$ cat config.mk
export PLATFORM = sky130hd
export DESIGN_NAME = soloSquash
export DESIGN_NICKNAME = d
export VERILOG_FILES = /design/src/design/squashPkg.sv /design/src/design/scanIf.sv /design/src/design/controlIf.sv /design/src/design/scanTimer.sv /design/src/design/playControls.sv /design/src/design/courtState.sv /design/src/design/pixelPainter.sv /design/src/design/soloSquash.sv
export VERILOG_INCLUDE_DIRS = /design/src /design/src/design
export SDC_FILE = /design/constraint.sdc
export NUM_CORES = 1
export LEC_CHECK = 0
export BUFFER_PORTS_ARGS = -buffer_cell sky130_fd_sc_hd__clkbuf_2
export CAP_MARGIN = 20
export CORE_UTILIZATION = 36
export CTS_CLUSTER_DIAMETER = 200
export CTS_CLUSTER_SIZE = 10
export DETAILED_ROUTE_END_ITERATION = 7
export HOLD_SLACK_MARGIN = 0.05
export PLACE_DENSITY = 0.5
export RECOVER_POWER = 100
export SYNTH_ARGS = -nofsm -noshare
export SYNTH_HDL_FRONTEND = slang
export SYNTH_HIERARCHICAL = 1
export SYNTH_SLANG_ARGS = --single-unit
$ cat constraint.sdc
create_clock -name clk -period 2.9 [get_ports clk]
set_input_delay 0.58 -clock clk [delete_from_list [all_inputs] [get_ports clk]]
set_output_delay 0.58 -clock clk [all_outputs]
set_load 0.005 [all_outputs]
$ cat src/design/squash_config.svh
// ~~~~~~~~~~~~~~~~~~~~~~~~~~~~~~~~~~~~~~~~~~~~~~~~~~
// Fixed display timing for 640x480 VGA at 25 MHz
// Court geometry: walls, paddle and ball sizes
// Reset and travel limits for the paddle and ball
// ~~~~~~~~~~~~~~~~~~~~~~~~~~~~~~~~~~~~~~~~~~~~~~~~~~
`ifndef SQUASH_CONFIG_SVH
`define SQUASH_CONFIG_SVH

// Horizontal timing in pixel clocks
`define H_RES   640
`define H_FRONT 16
`define H_SYNC  96
`define H_BACK  48

// Vertical timing in lines
`define V_RES   480
`define V_FRONT 10
`define V_SYNC  2
`define V_BACK  33

`define H_FULL (`H_RES + `H_FRONT + `H_SYNC + `H_BACK)  // 800 clocks per line
`define V_FULL (`V_RES + `V_FRONT + `V_SYNC + `V_BACK)  // 525 lines per frame

`define PADDLE_SIZE  64  // Paddle height in pixels
`define BALL_SIZE    8   // Ball width and height in double pixels
`define WALL_WIDTH   32  // Thickness of the top, bottom and right walls

`define PADDLE_RESET 64   // Starting top line of the paddle
`define PADDLE_MIN   32   // Paddle stays below the top wall
`define PADDLE_MAX   384  // Paddle stays above the bottom wall
`define BALL_RESET   32   // Starting ball position on both axes, double pixels

`endif

$ cat src/design/squashPkg.sv
// ~~~~~~~~~~~~~~~~~~~~~~~~~~~~~~~~~~~~~~~~~~~~~~~~~~
// Shared types for the squash game
// Scan coordinates, court coordinates, frame offset
// ~~~~~~~~~~~~~~~~~~~~~~~~~~~~~~~~~~~~~~~~~~~~~~~~~~
`default_nettype none

package squashPkg;

  // One scan count, horizontal 0..799 or vertical 0..524
  typedef logic [9:0] scanCoord_t;

  // Ball column in double pixels
  // The ball moves on a 2x grid, so 9 bits cover the whole line
  typedef logic [8:0] courtX_t;

  // Ball row in double pixels
  // Half of the 480 visible lines fits in 8 bits
  typedef logic [7:0] courtY_t;

  // Top line of the paddle in real pixels
  // Never exceeds 384, so 9 bits are plenty
  typedef logic [8:0] paddlePos_t;

  // Background animation counter
  // Only bits 4:1 shift the pattern, the low bit slows it to half rate
  typedef logic [4:0] frameOffset_t;

endpackage

`default_nettype wire

$ cat src/design/scanIf.sv
// ~~~~~~~~~~~~~~~~~~~~~~~~~~~~~~~~~~~~~~~~~~~~~~~~~~
// Scan position bus from the timer to its users
// Carries h, v, end-of-line and end-of-frame flags
// ~~~~~~~~~~~~~~~~~~~~~~~~~~~~~~~~~~~~~~~~~~~~~~~~~~
`default_nettype none

interface scanIf;

  squashPkg::scanCoord_t h;  // Pixel within the line
  squashPkg::scanCoord_t v;  // Line within the frame
  logic hMax;     // High for one clock on the last pixel of a line
  logic vMax;     // High for the whole last line of a frame
  logic visible;  // Scan is inside the 640x480 picture

  // The timer owns the scan
  modport timer (
    output h, v, hMax, vMax, visible
  );

  // Court and painter only look at it
  modport viewer (
    input h, v, hMax, vMax, visible
  );

endinterface

`default_nettype wire

$ cat src/design/controlIf.sv
// ~~~~~~~~~~~~~~~~~~~~~~~~~~~~~~~~~~~~~~~~~~~~~~~~~~
// Player command bus, all levels active high
// ~~~~~~~~~~~~~~~~~~~~~~~~~~~~~~~~~~~~~~~~~~~~~~~~~~
`default_nettype none

interface controlIf;

  logic up;       // Move the paddle up
  logic down;     // Move the paddle down
  logic paused;   // Freeze the play at frame end
  logic newGame;  // Put paddle, ball and hit flag back to their start

  modport source (
    output up, down, paused, newGame
  );

  modport sink (
    input up, down, paused, newGame
  );

endinterface

`default_nettype wire

$ cat src/design/scanTimer.sv
// ~~~~~~~~~~~~~~~~~~~~~~~~~~~~~~~~~~~~~~~~~~~~~~~~~~
// VGA scan timer
// Pixel and line counters, end strobes, visible flag
// Active-low horizontal and vertical sync pulses
// ~~~~~~~~~~~~~~~~~~~~~~~~~~~~~~~~~~~~~~~~~~~~~~~~~~
`default_nettype none
`include "squash_config.svh"

module scanTimer (
  input wire  clk,
  input wire  reset,
  scanIf.timer scan,
  output logic hsync,
  output logic vsync
);

  // Sync windows measured from the start of the line or frame
  localparam int hSyncStart = `H_RES + `H_FRONT;       // 656
  localparam int hSyncEnd   = hSyncStart + `H_SYNC;    // First pixel after the pulse, 752
  localparam int vSyncStart = `V_RES + `V_FRONT;       // 490
  localparam int vSyncEnd   = vSyncStart + `V_SYNC;    // 492

  assign scan.hMax = scan.h == squashPkg::scanCoord_t'(`H_FULL - 1);  // Single clock
  assign scan.vMax = scan.v == squashPkg::scanCoord_t'(`V_FULL - 1);  // Whole line

  // Picture area is the top left 640x480 of the scan
  assign scan.visible = (scan.h < `H_RES) && (scan.v < `V_RES);

  always_ff @(posedge clk) begin
    if (reset) begin
      scan.h <= '0;
      scan.v <= '0;
    end else begin
      // The pixel count runs every clock and wraps at the line end
      if (scan.hMax) begin
        scan.h <= '0;
      end else begin
        scan.h <= scan.h + 10'd1;
      end
      // Lines step on the last pixel, so v and h change together
      if (scan.hMax) begin
        if (scan.vMax) begin
          scan.v <= '0;
        end else begin
          scan.v <= scan.v + 10'd1;
        end
      end
    end
  end

  // Both pulses are low inside their window and high everywhere else
  assign hsync = ~((scan.h >= hSyncStart) && (scan.h < hSyncEnd));
  assign vsync = ~((scan.v >= vSyncStart) && (scan.v < vSyncEnd));

endmodule

`default_nettype wire

$ cat src/design/playControls.sv
// ~~~~~~~~~~~~~~~~~~~~~~~~~~~~~~~~~~~~~~~~~~~~~~~~~~
// Button conditioning for the four player keys
// Two-flop synchronizers and active-low to high
// ~~~~~~~~~~~~~~~~~~~~~~~~~~~~~~~~~~~~~~~~~~~~~~~~~~
`default_nettype none

module playControls (
  input wire  clk,
  input wire  reset,
  input wire  pauseN,
  input wire  newGameN,
  input wire  downKeyN,
  input wire  upKeyN,
  controlIf.source ctrl
);

  // Bit order in both stages: pause, new game, down, up
  logic [3:0] syncFirst;   // May go metastable, never read outside this block
  logic [3:0] syncSecond;  // Settled copy of the buttons, still active low

  always_ff @(posedge clk) begin
    if (reset) begin
      // Released buttons read as ones on the pins
      syncFirst  <= 4'b1111;
      syncSecond <= 4'b1111;
    end else begin
      syncFirst  <= {pauseN, newGameN, downKeyN, upKeyN};
      syncSecond <= syncFirst;  // A pin change shows up here after two clocks
    end
  end

  // The court only ever sees clean active-high commands
  assign ctrl.paused  = ~syncSecond[3];
  assign ctrl.newGame = ~syncSecond[2];
  assign ctrl.down    = ~syncSecond[1];
  assign ctrl.up      = ~syncSecond[0];

endmodule

`default_nettype wire

$ cat src/design/courtState.sv
// ~~~~~~~~~~~~~~~~~~~~~~~~~~~~~~~~~~~~~~~~~~~~~~~~~~
// Court state of the squash game
// Paddle and ball positions with bounce directions
// Span flags that follow the scan over ball and paddle
// Collision, hit flag and speaker tone
// ~~~~~~~~~~~~~~~~~~~~~~~~~~~~~~~~~~~~~~~~~~~~~~~~~~
`default_nettype none
`include "squash_config.svh"

module courtState (
  input wire  clk,
  input wire  reset,
  scanIf.viewer scan,
  controlIf.sink ctrl,
  output logic inBall,
  output logic inPaddle,
  output logic speaker
);

  localparam int wallRLimit = `H_RES - `WALL_WIDTH;  // First pixel of the right wall
  localparam int wallBLimit = `V_RES - `WALL_WIDTH;  // First line of the bottom wall
  // Past this column the ball span would wrap around the line end
  localparam int ballXLimit = `H_RES / 2 - 2 * `BALL_SIZE;

  squashPkg::paddlePos_t paddle;  // Top line of the paddle
  squashPkg::courtX_t ballX;      // Left edge of the ball, double pixels
  squashPkg::courtY_t ballY;      // Top edge of the ball, double pixels
  logic ballDirX;  // High moves right
  logic ballDirY;  // High moves down
  logic hit;       // Ball touched the paddle since the paddle line last went by
  logic inBallX;   // Scan is inside the ball's columns
  logic inBallY;   // Scan is inside the ball's lines

  logic wallL, wallR, wallT, wallB;
  logic paddleHit;
  logic frameEnd;
  squashPkg::courtX_t ballXEnd;           // First column after the ball
  squashPkg::scanCoord_t ballYEnd;        // First double line after the ball, 9 bits used
  squashPkg::scanCoord_t paddleEnd;       // First line after the paddle

  // Wall regions of the court; the left one is just the paddle strip
  assign wallL = scan.h < `WALL_WIDTH;
  assign wallR = scan.h >= wallRLimit;
  assign wallT = scan.v < `WALL_WIDTH;
  assign wallB = scan.v >= wallBLimit;

  assign ballXEnd  = ballX + squashPkg::courtX_t'(`BALL_SIZE);
  assign ballYEnd  = {2'b00, ballY} + squashPkg::scanCoord_t'(`BALL_SIZE);
  assign paddleEnd = {1'b0, paddle} + squashPkg::scanCoord_t'(`PADDLE_SIZE);

  // Ball, paddle and the left strip all overlap on this pixel
  assign paddleHit = inBallX && inBallY && inPaddle && wallL;

  // Play only advances on the very last clock of an unpaused frame
  assign frameEnd = scan.hMax && scan.vMax && !ctrl.paused;

  always_ff @(posedge clk) begin
    if (reset) begin
      paddle   <= squashPkg::paddlePos_t'(`PADDLE_RESET);
      ballX    <= squashPkg::courtX_t'(`BALL_RESET);
      ballY    <= squashPkg::courtY_t'(`BALL_RESET);
      ballDirX <= 1'b1;
      ballDirY <= 1'b1;
      hit      <= 1'b0;
      inBallX  <= 1'b0;
      inBallY  <= 1'b0;
      inPaddle <= 1'b0;
    end else begin
      // Open the column span on the ball's left edge and close it one ball width later
      if (inBallX) begin
        inBallX <= (scan.h[9:1] != ballXEnd) && (ballX < ballXLimit);
      end else begin
        inBallX <= (scan.h[9:1] == ballX) && (ballX < ballXLimit);
      end

      // Horizontal bounces: the paddle sends the ball right, the right wall sends it back
      if (paddleHit) begin
        ballDirX <= 1'b1;
      end else if (inBallX && wallR) begin
        ballDirX <= 1'b0;
      end

      if (inBallY && wallB) begin
        ballDirY <= 1'b0;  // Going up again
      end else if (inBallY && wallT) begin
        ballDirY <= 1'b1;
      end

      // The tone stops once the scan passes the paddle line, so it lasts about a frame
      if (ctrl.newGame) begin
        hit <= 1'b0;
      end else if (scan.hMax && (scan.v[8:0] == paddle)) begin
        hit <= 1'b0;
      end else if (paddleHit) begin
        hit <= 1'b1;
      end

      // Line spans are decided at the end of each line for the next one
      if (scan.hMax) begin
        if (scan.v[8:0] == paddle) begin
          inPaddle <= 1'b1;
        end else if (scan.v == paddleEnd) begin
          inPaddle <= 1'b0;
        end
        // Ball rows are double lines, so only v[9:1] is compared
        if (inBallY) begin
          inBallY <= {1'b0, scan.v[9:1]} != ballYEnd;
        end else begin
          inBallY <= scan.v[9:1] == {1'b0, ballY};
        end
      end

      if (ctrl.newGame) begin
        paddle <= squashPkg::paddlePos_t'(`PADDLE_RESET);  // Directions are left as they are
        ballX  <= squashPkg::courtX_t'(`BALL_RESET);
        ballY  <= squashPkg::courtY_t'(`BALL_RESET);
      end else if (frameEnd) begin
        if (ctrl.down && (paddle < `PADDLE_MAX)) begin
          paddle <= paddle + 9'd2;
        end else if (ctrl.up && (paddle > `PADDLE_MIN)) begin
          paddle <= paddle - 9'd2;
        end
        // Three double pixels per frame is six on screen
        ballX <= ballDirX ? ballX + 9'd3 : ballX - 9'd3;
        ballY <= ballDirY ? ballY + 8'd3 : ballY - 8'd3;
      end
    end
  end

  assign inBall = inBallX && inBallY;

  // Short beep after a paddle hit, lower buzz while the ball is at or past a wall
  assign speaker = (scan.v[5] && hit) ||
                   (scan.v[6] && ((ballX >= wallRLimit / 2 - `BALL_SIZE) ||
                                  (ballY < `WALL_WIDTH / 2) ||
                                  (ballY >= wallBLimit / 2 - `BALL_SIZE)));

endmodule

`default_nettype wire

$ cat src/design/pixelPainter.sv
// ~~~~~~~~~~~~~~~~~~~~~~~~~~~~~~~~~~~~~~~~~~~~~~~~~~
// Pixel colors for the squash court
// Green walls with red mortar, green ball, red paddle
// Animated blue background pattern
// ~~~~~~~~~~~~~~~~~~~~~~~~~~~~~~~~~~~~~~~~~~~~~~~~~~
`default_nettype none
`include "squash_config.svh"

module pixelPainter (
  input wire  clk,
  input wire  reset,
  scanIf.viewer scan,
  input wire  inBall,
  input wire  inPaddle,
  input wire  paused,
  output logic red,
  output logic green,
  output logic blue
);

  localparam int wallRLimit = `H_RES - `WALL_WIDTH;
  localparam int wallBLimit = `V_RES - `WALL_WIDTH;

  squashPkg::frameOffset_t offset;  // Steps once per unpaused frame
  logic wallL, wallR, wallT, wallB;
  logic anyWall;
  logic [4:0] hMortar, vMortar;      // Position shifted by 2 so mortar sits inside the brick
  squashPkg::scanCoord_t offH, offV;  // Scan shifted by the animation offset

  always_ff @(posedge clk) begin
    if (reset) begin
      offset <= '0;
    end else if (scan.hMax && scan.vMax && !paused) begin
      offset <= offset + 5'd1;
    end
  end

  assign wallL   = scan.h < `WALL_WIDTH;  // Paddle strip, no wall is drawn there
  assign wallR   = scan.h >= wallRLimit;
  assign wallT   = scan.v < `WALL_WIDTH;
  assign wallB   = scan.v >= wallBLimit;
  assign anyWall = wallT || wallB || wallR;

  assign green = scan.visible && (anyWall || inBall);

  assign hMortar = scan.h[4:0] - 5'd2;
  assign vMortar = scan.v[4:0] - 5'd2;

  // Mortar over green comes out yellow
  assign red = scan.visible &&
               ((anyWall && (&vMortar[4:2] || &hMortar[4:2])) ||
                (wallL && inPaddle));

  // Only the upper four offset bits move the pattern, half a pixel per frame
  assign offH = scan.h - {6'b000000, offset[4:1]};
  assign offV = scan.v - {6'b000000, offset[4:1]};

  // Background fills whatever the court leaves dark
  assign blue = scan.visible && !green && !red &&
                (^(offH[4:2] ^ offV[4:2])) &&
                ((offH[4] ^ offV[4]) ? (offH[0] && offV[0]) : (offH[0] ^ offV[0]));

endmodule

`default_nettype wire

$ cat src/design/soloSquash.sv
// ~~~~~~~~~~~~~~~~~~~~~~~~~~~~~~~~~~~~~~~~~~~~~~~~~~
// Top level of the one-player squash game
// Scan timer, button conditioning, court and painter
// ~~~~~~~~~~~~~~~~~~~~~~~~~~~~~~~~~~~~~~~~~~~~~~~~~~
`default_nettype none

module soloSquash (
  input wire  clk,       // 25 MHz pixel clock
  input wire  reset,
  input wire  pauseN,
  input wire  newGameN,
  input wire  downKeyN,
  input wire  upKeyN,
  output logic hsync,
  output logic vsync,
  output logic speaker,
  output logic red,
  output logic green,
  output logic blue,
  output squashPkg::scanCoord_t hPos,  // Current scan pixel, for locating it in simulation
  output squashPkg::scanCoord_t vPos   // Current scan line
);

  scanIf scanBus ();
  controlIf ctrlBus ();

  logic inBall;
  logic inPaddle;

  scanTimer scanTimerInst (
    .clk   (clk),
    .reset (reset),
    .scan  (scanBus.timer),
    .hsync (hsync),
    .vsync (vsync)
  );

  playControls playControlsInst (
    .clk      (clk),
    .reset    (reset),
    .pauseN   (pauseN),
    .newGameN (newGameN),
    .downKeyN (downKeyN),
    .upKeyN   (upKeyN),
    .ctrl     (ctrlBus.source)
  );

  courtState courtStateInst (
    .clk      (clk),
    .reset    (reset),
    .scan     (scanBus.viewer),
    .ctrl     (ctrlBus.sink),
    .inBall   (inBall),
    .inPaddle (inPaddle),
    .speaker  (speaker)
  );

  // The painter animates on its own and needs the pause level too
  pixelPainter pixelPainterInst (
    .clk      (clk),
    .reset    (reset),
    .scan     (scanBus.viewer),
    .inBall   (inBall),
    .inPaddle (inPaddle),
    .paused   (ctrlBus.paused),
    .red      (red),
    .green    (green),
    .blue     (blue)
  );

  assign hPos = scanBus.h;
  assign vPos = scanBus.v;

endmodule

`default_nettype wire

==> flow_summary.json <==
{
  "outcome": "completed",
  "synth_adder_area_share": 0.117,
  "hold_violations": 0,
  "synth-simple-area-share": 0.236,
  "layout-drive-gt1-share": 0.134,
  "setup_viol": 0,
  "die_h_um": 117,
  "fin_nets": 686,
  "cp_common_cell": "inv_1",
  "synth_top_family_by_area": "simple AND/OR/NAND/NOR gates",
  "rows": 41,
  "tightest_slew_ns": 1.28,
  "drtPass1Iterations": 4,
  "ios": 32,
  "synth_xor_area_frac": 0.128,
  "place_ws_ns": 0.302,
  "worstPathRequired_ns": 2.32,
  "wl_um": 12500,
  "netlist_area_mm2": 0.00479,
  "synth_compound_area_frac": 0.185,
  "syn_to_final_growth_pct": 16.7,
  "htree_levels": 3,
  "wire_per_inst_um": 15.4,
  "pwr_density_cell_mw_per_mm2": 367,
  "peakVddDrop_v": 0.000219,
  "period_share": 0.938,
  "cpPeakStageDelay_ns": 0.41,
  "yosys.cell_types.count": 68,
  "grt-busiest-layer": "met2",
  "avgSynthCellArea_um2": 8.19,
  "path_cells": "inv_1 -> ha_4 -> a21oi_2 -> inv_1 -> a221o_2 -> o32ai_4 -> nand4_1 -> mux2i_1 -> buf_2",
  "ys_warn_count": 6,
  "clk_pin_slew_ns": 0.05,
  "final.setup.tns_ns": 0,
  "grt_pass1_wl_um": 20500,
  "synth-seq-cells": 64,
  "fin_util": 0.436,
  "ys.flop_type": "dfxtp_1",
  "synth_area_leader_cell": "dfxtp_1",
  "cp-end-kind": "output pin",
  "postCtsHoldBufs": 0,
  "synth_nets": 634,
  "via_count": 4361,
  "grt_use_total": 0.186,
  "root_buffer": "clkbuf_16",
  "synth-seq-area-share": 0.267,
  "global_route.usage.met1": 0.249,
  "synth.top_cell.area_share": 0.267,
  "globalplace.congestion": 0.798,
  "fin_worst_skew_ns": 0.00743,
  "coreArea_mm2": 0.0128,
  "grt_overflow": 0,
  "die_area_mm2": 0.0138,
  "synth_area_leaders": "dfxtp_1 (27%), ha_1 (10%), xnor2_1 (8.4%)",
  "cts_tree": "built",
  "finalWorstSetupSlack_ns": 0.179,
  "grt_util_met3": 0.0311,
  "post-route-min-period_ns": 2.72,
  "hold_path_class": "flop to flop",
  "cellLeakagePower_nw": 2.24,
  "dp_hpwl_um": 9320,
  "grt_max_degree": 27,
  "drv_slew": 0,
  "io_buffers": 31,
  "drc_errors": 0,
  "start_util": 0.374,
  "fmax_mhz": 367,
  "clock-sinks": 64,
  "clk_latency_ns": 0.34,
  "antenna_found_initial": 0,
  "critPathSlowestCell": "a221o_2",
  "cap_violations": 0,
  "cts_buffers": 9,
  "cp_max_fo": 4,
  "met2_usage": 0.293,
  "rsz0062_at_grt": "no",
  "crit_type": "flop to output pin",
  "hold_ws_ns": 0.406,
  "syn_inst": 585,
  "clock_path_buffers": 2,
  "vias_per_cell": 5.36,
  "chipWidth_um": 117,
  "drt_iter0_drc": 235,
  "arrival_ns": 2.14,
  "antennaDiodeCount": 0,
  "ant_nets": 0,
  "ys_async_sr_fraction": 0,
  "synth-edff-count": 0,
  "max_slew_margin": 0.144,
  "worst_setup_path_start_kind": "flop",
  "muxShareOfSynthArea": 0.0219,
  "grt_pass1_vias": 4098
}
worst paths after layout:
kind	start	endpoint	slack, ns	cells past startpoint
max	pixelPainterInst/offset[4]	blue	0.18	9
min	playControlsInst/syncFirst[0]	playControlsInst/syncSecond[0]	0.41	1
max reg2reg	scanTimerInst/scan.h[3]	courtStateInst/paddle[8]	0.24	9
min reg2reg	playControlsInst/syncFirst[0]	playControlsInst/syncSecond[0]	0.41	1
layout make-up:
| cell class | instances | area, µm² |
|---|---|---|
| Inverter | 39 | 146 |
| Clock inverter | 3 | 17.5 |
| Timing Repair Buffer | 57 | 295 |
| Clock buffer | 12 | 256 |
| Multi-Input combinational cell | 466 | 3370 |
| Fill cell | 1327 | 7230 |
| Tap cell | 172 | 215 |
| Sequential cell | 64 | 1290 |
sequential cells by signal, summed over array words and instances (netlist names), 4 cells and up:
register,flops
scanTimerInst/scan.h,10
scanTimerInst/scan.v,10
courtStateInst/ballX,9
courtStateInst/ballY,8
courtStateInst/paddle,8
pixelPainterInst/offset,5
playControlsInst/syncFirst,4
playControlsInst/syncSecond,4
cell usage after synthesis, drive strengths merged, types with 3 or more instances:
master and count:
o21bai 3, and4 4, mux2i 9, xnor2 46, o21ai 23, inv 39
nand4 15, clkbuf 14, nand2b 5, dfxtp 64, fa 3, o31ai 7
nor2b 11, a211oi 10, a21boi 3, ha 40, or2 11, or4 5
and3 7, or4b 3, o41ai 6, nand2 42, nor4b 5, nor2 50
nor3b 3, xor2 23, o211ai 13, nor3 10, or3 5, a21o 8
a211o 5, nand3 18, a21oi 38, and2 5, a31oi 3, nor4 9
cells by family after synthesis:
logic type / count (synthesis)
xor+xnor: 69
simple gates: 213
buf+inv: 55
mux: 10
flops: 64
fa+ha+maj: 43
compound gates: 131
layer usage:
metal | up-vias | wire, µm
met1 | 2069 | 6150
met5 | - | 0
met4 | 0 | 214
li1 | 2219 | -
met2 | 59 | 5790
met3 | 14 | 349
stage by stage:
stage          cells  total power, mW  instance area (µm²)
6_report         813             2.05                 5590
5_1_grt          813             2.13                 5590
4_1_cts          812             2.07                 5560
3_5_place_dp     797             1.04                 5280
3_3_place_gp     797             1.04                 5280
2_1_floorplan    585             1.00                 4790
power breakdown:
part	total [mW]	switching, mW	leakage, nW	internal [mW]
logic	0.136	0.0743	1.58	0.0618
clock network	1.01	0.396	0.134	0.617
registers	0.902	0.0113	0.521	0.891
total	2.05	0.481	2.24	1.57
critical path, delay by kind of cell, from the launching register on:
family                     cells  cell delay (ns)
AOI/OAI and AO/OA              3             0.70
adders and majority gates      1             0.25
buffers and inverters          3             0.33
DFF                            1             0.29
muxes                          1             0.13
and+or+nand+nor                1             0.10
what timing repair did:
item / in CTS / in global routing
endpoints found under the setup margin: 1 / 1
setup buffers: 0 / 1
pin swaps: 0 / 2
gates cloned: 0 / 0
endpoints found under the hold margin: 0 / 0
gates resized for setup: 2 / 18
cell usage in the layout, fill, tap and decap left out, types with 15 or more instances in the layout:
master and instances:
o21ai_0 20, clkbuf_2 25, nand2_1 42, inv_1 37, nor2_1 50, xor2_1 22
nand3_1 18, nand4_1 15, xnor2_1 45, a21oi_1 35, dfxtp_1 58, ha_1 36
clkbuf_1 19
Power figures use the tool's default switching activity.
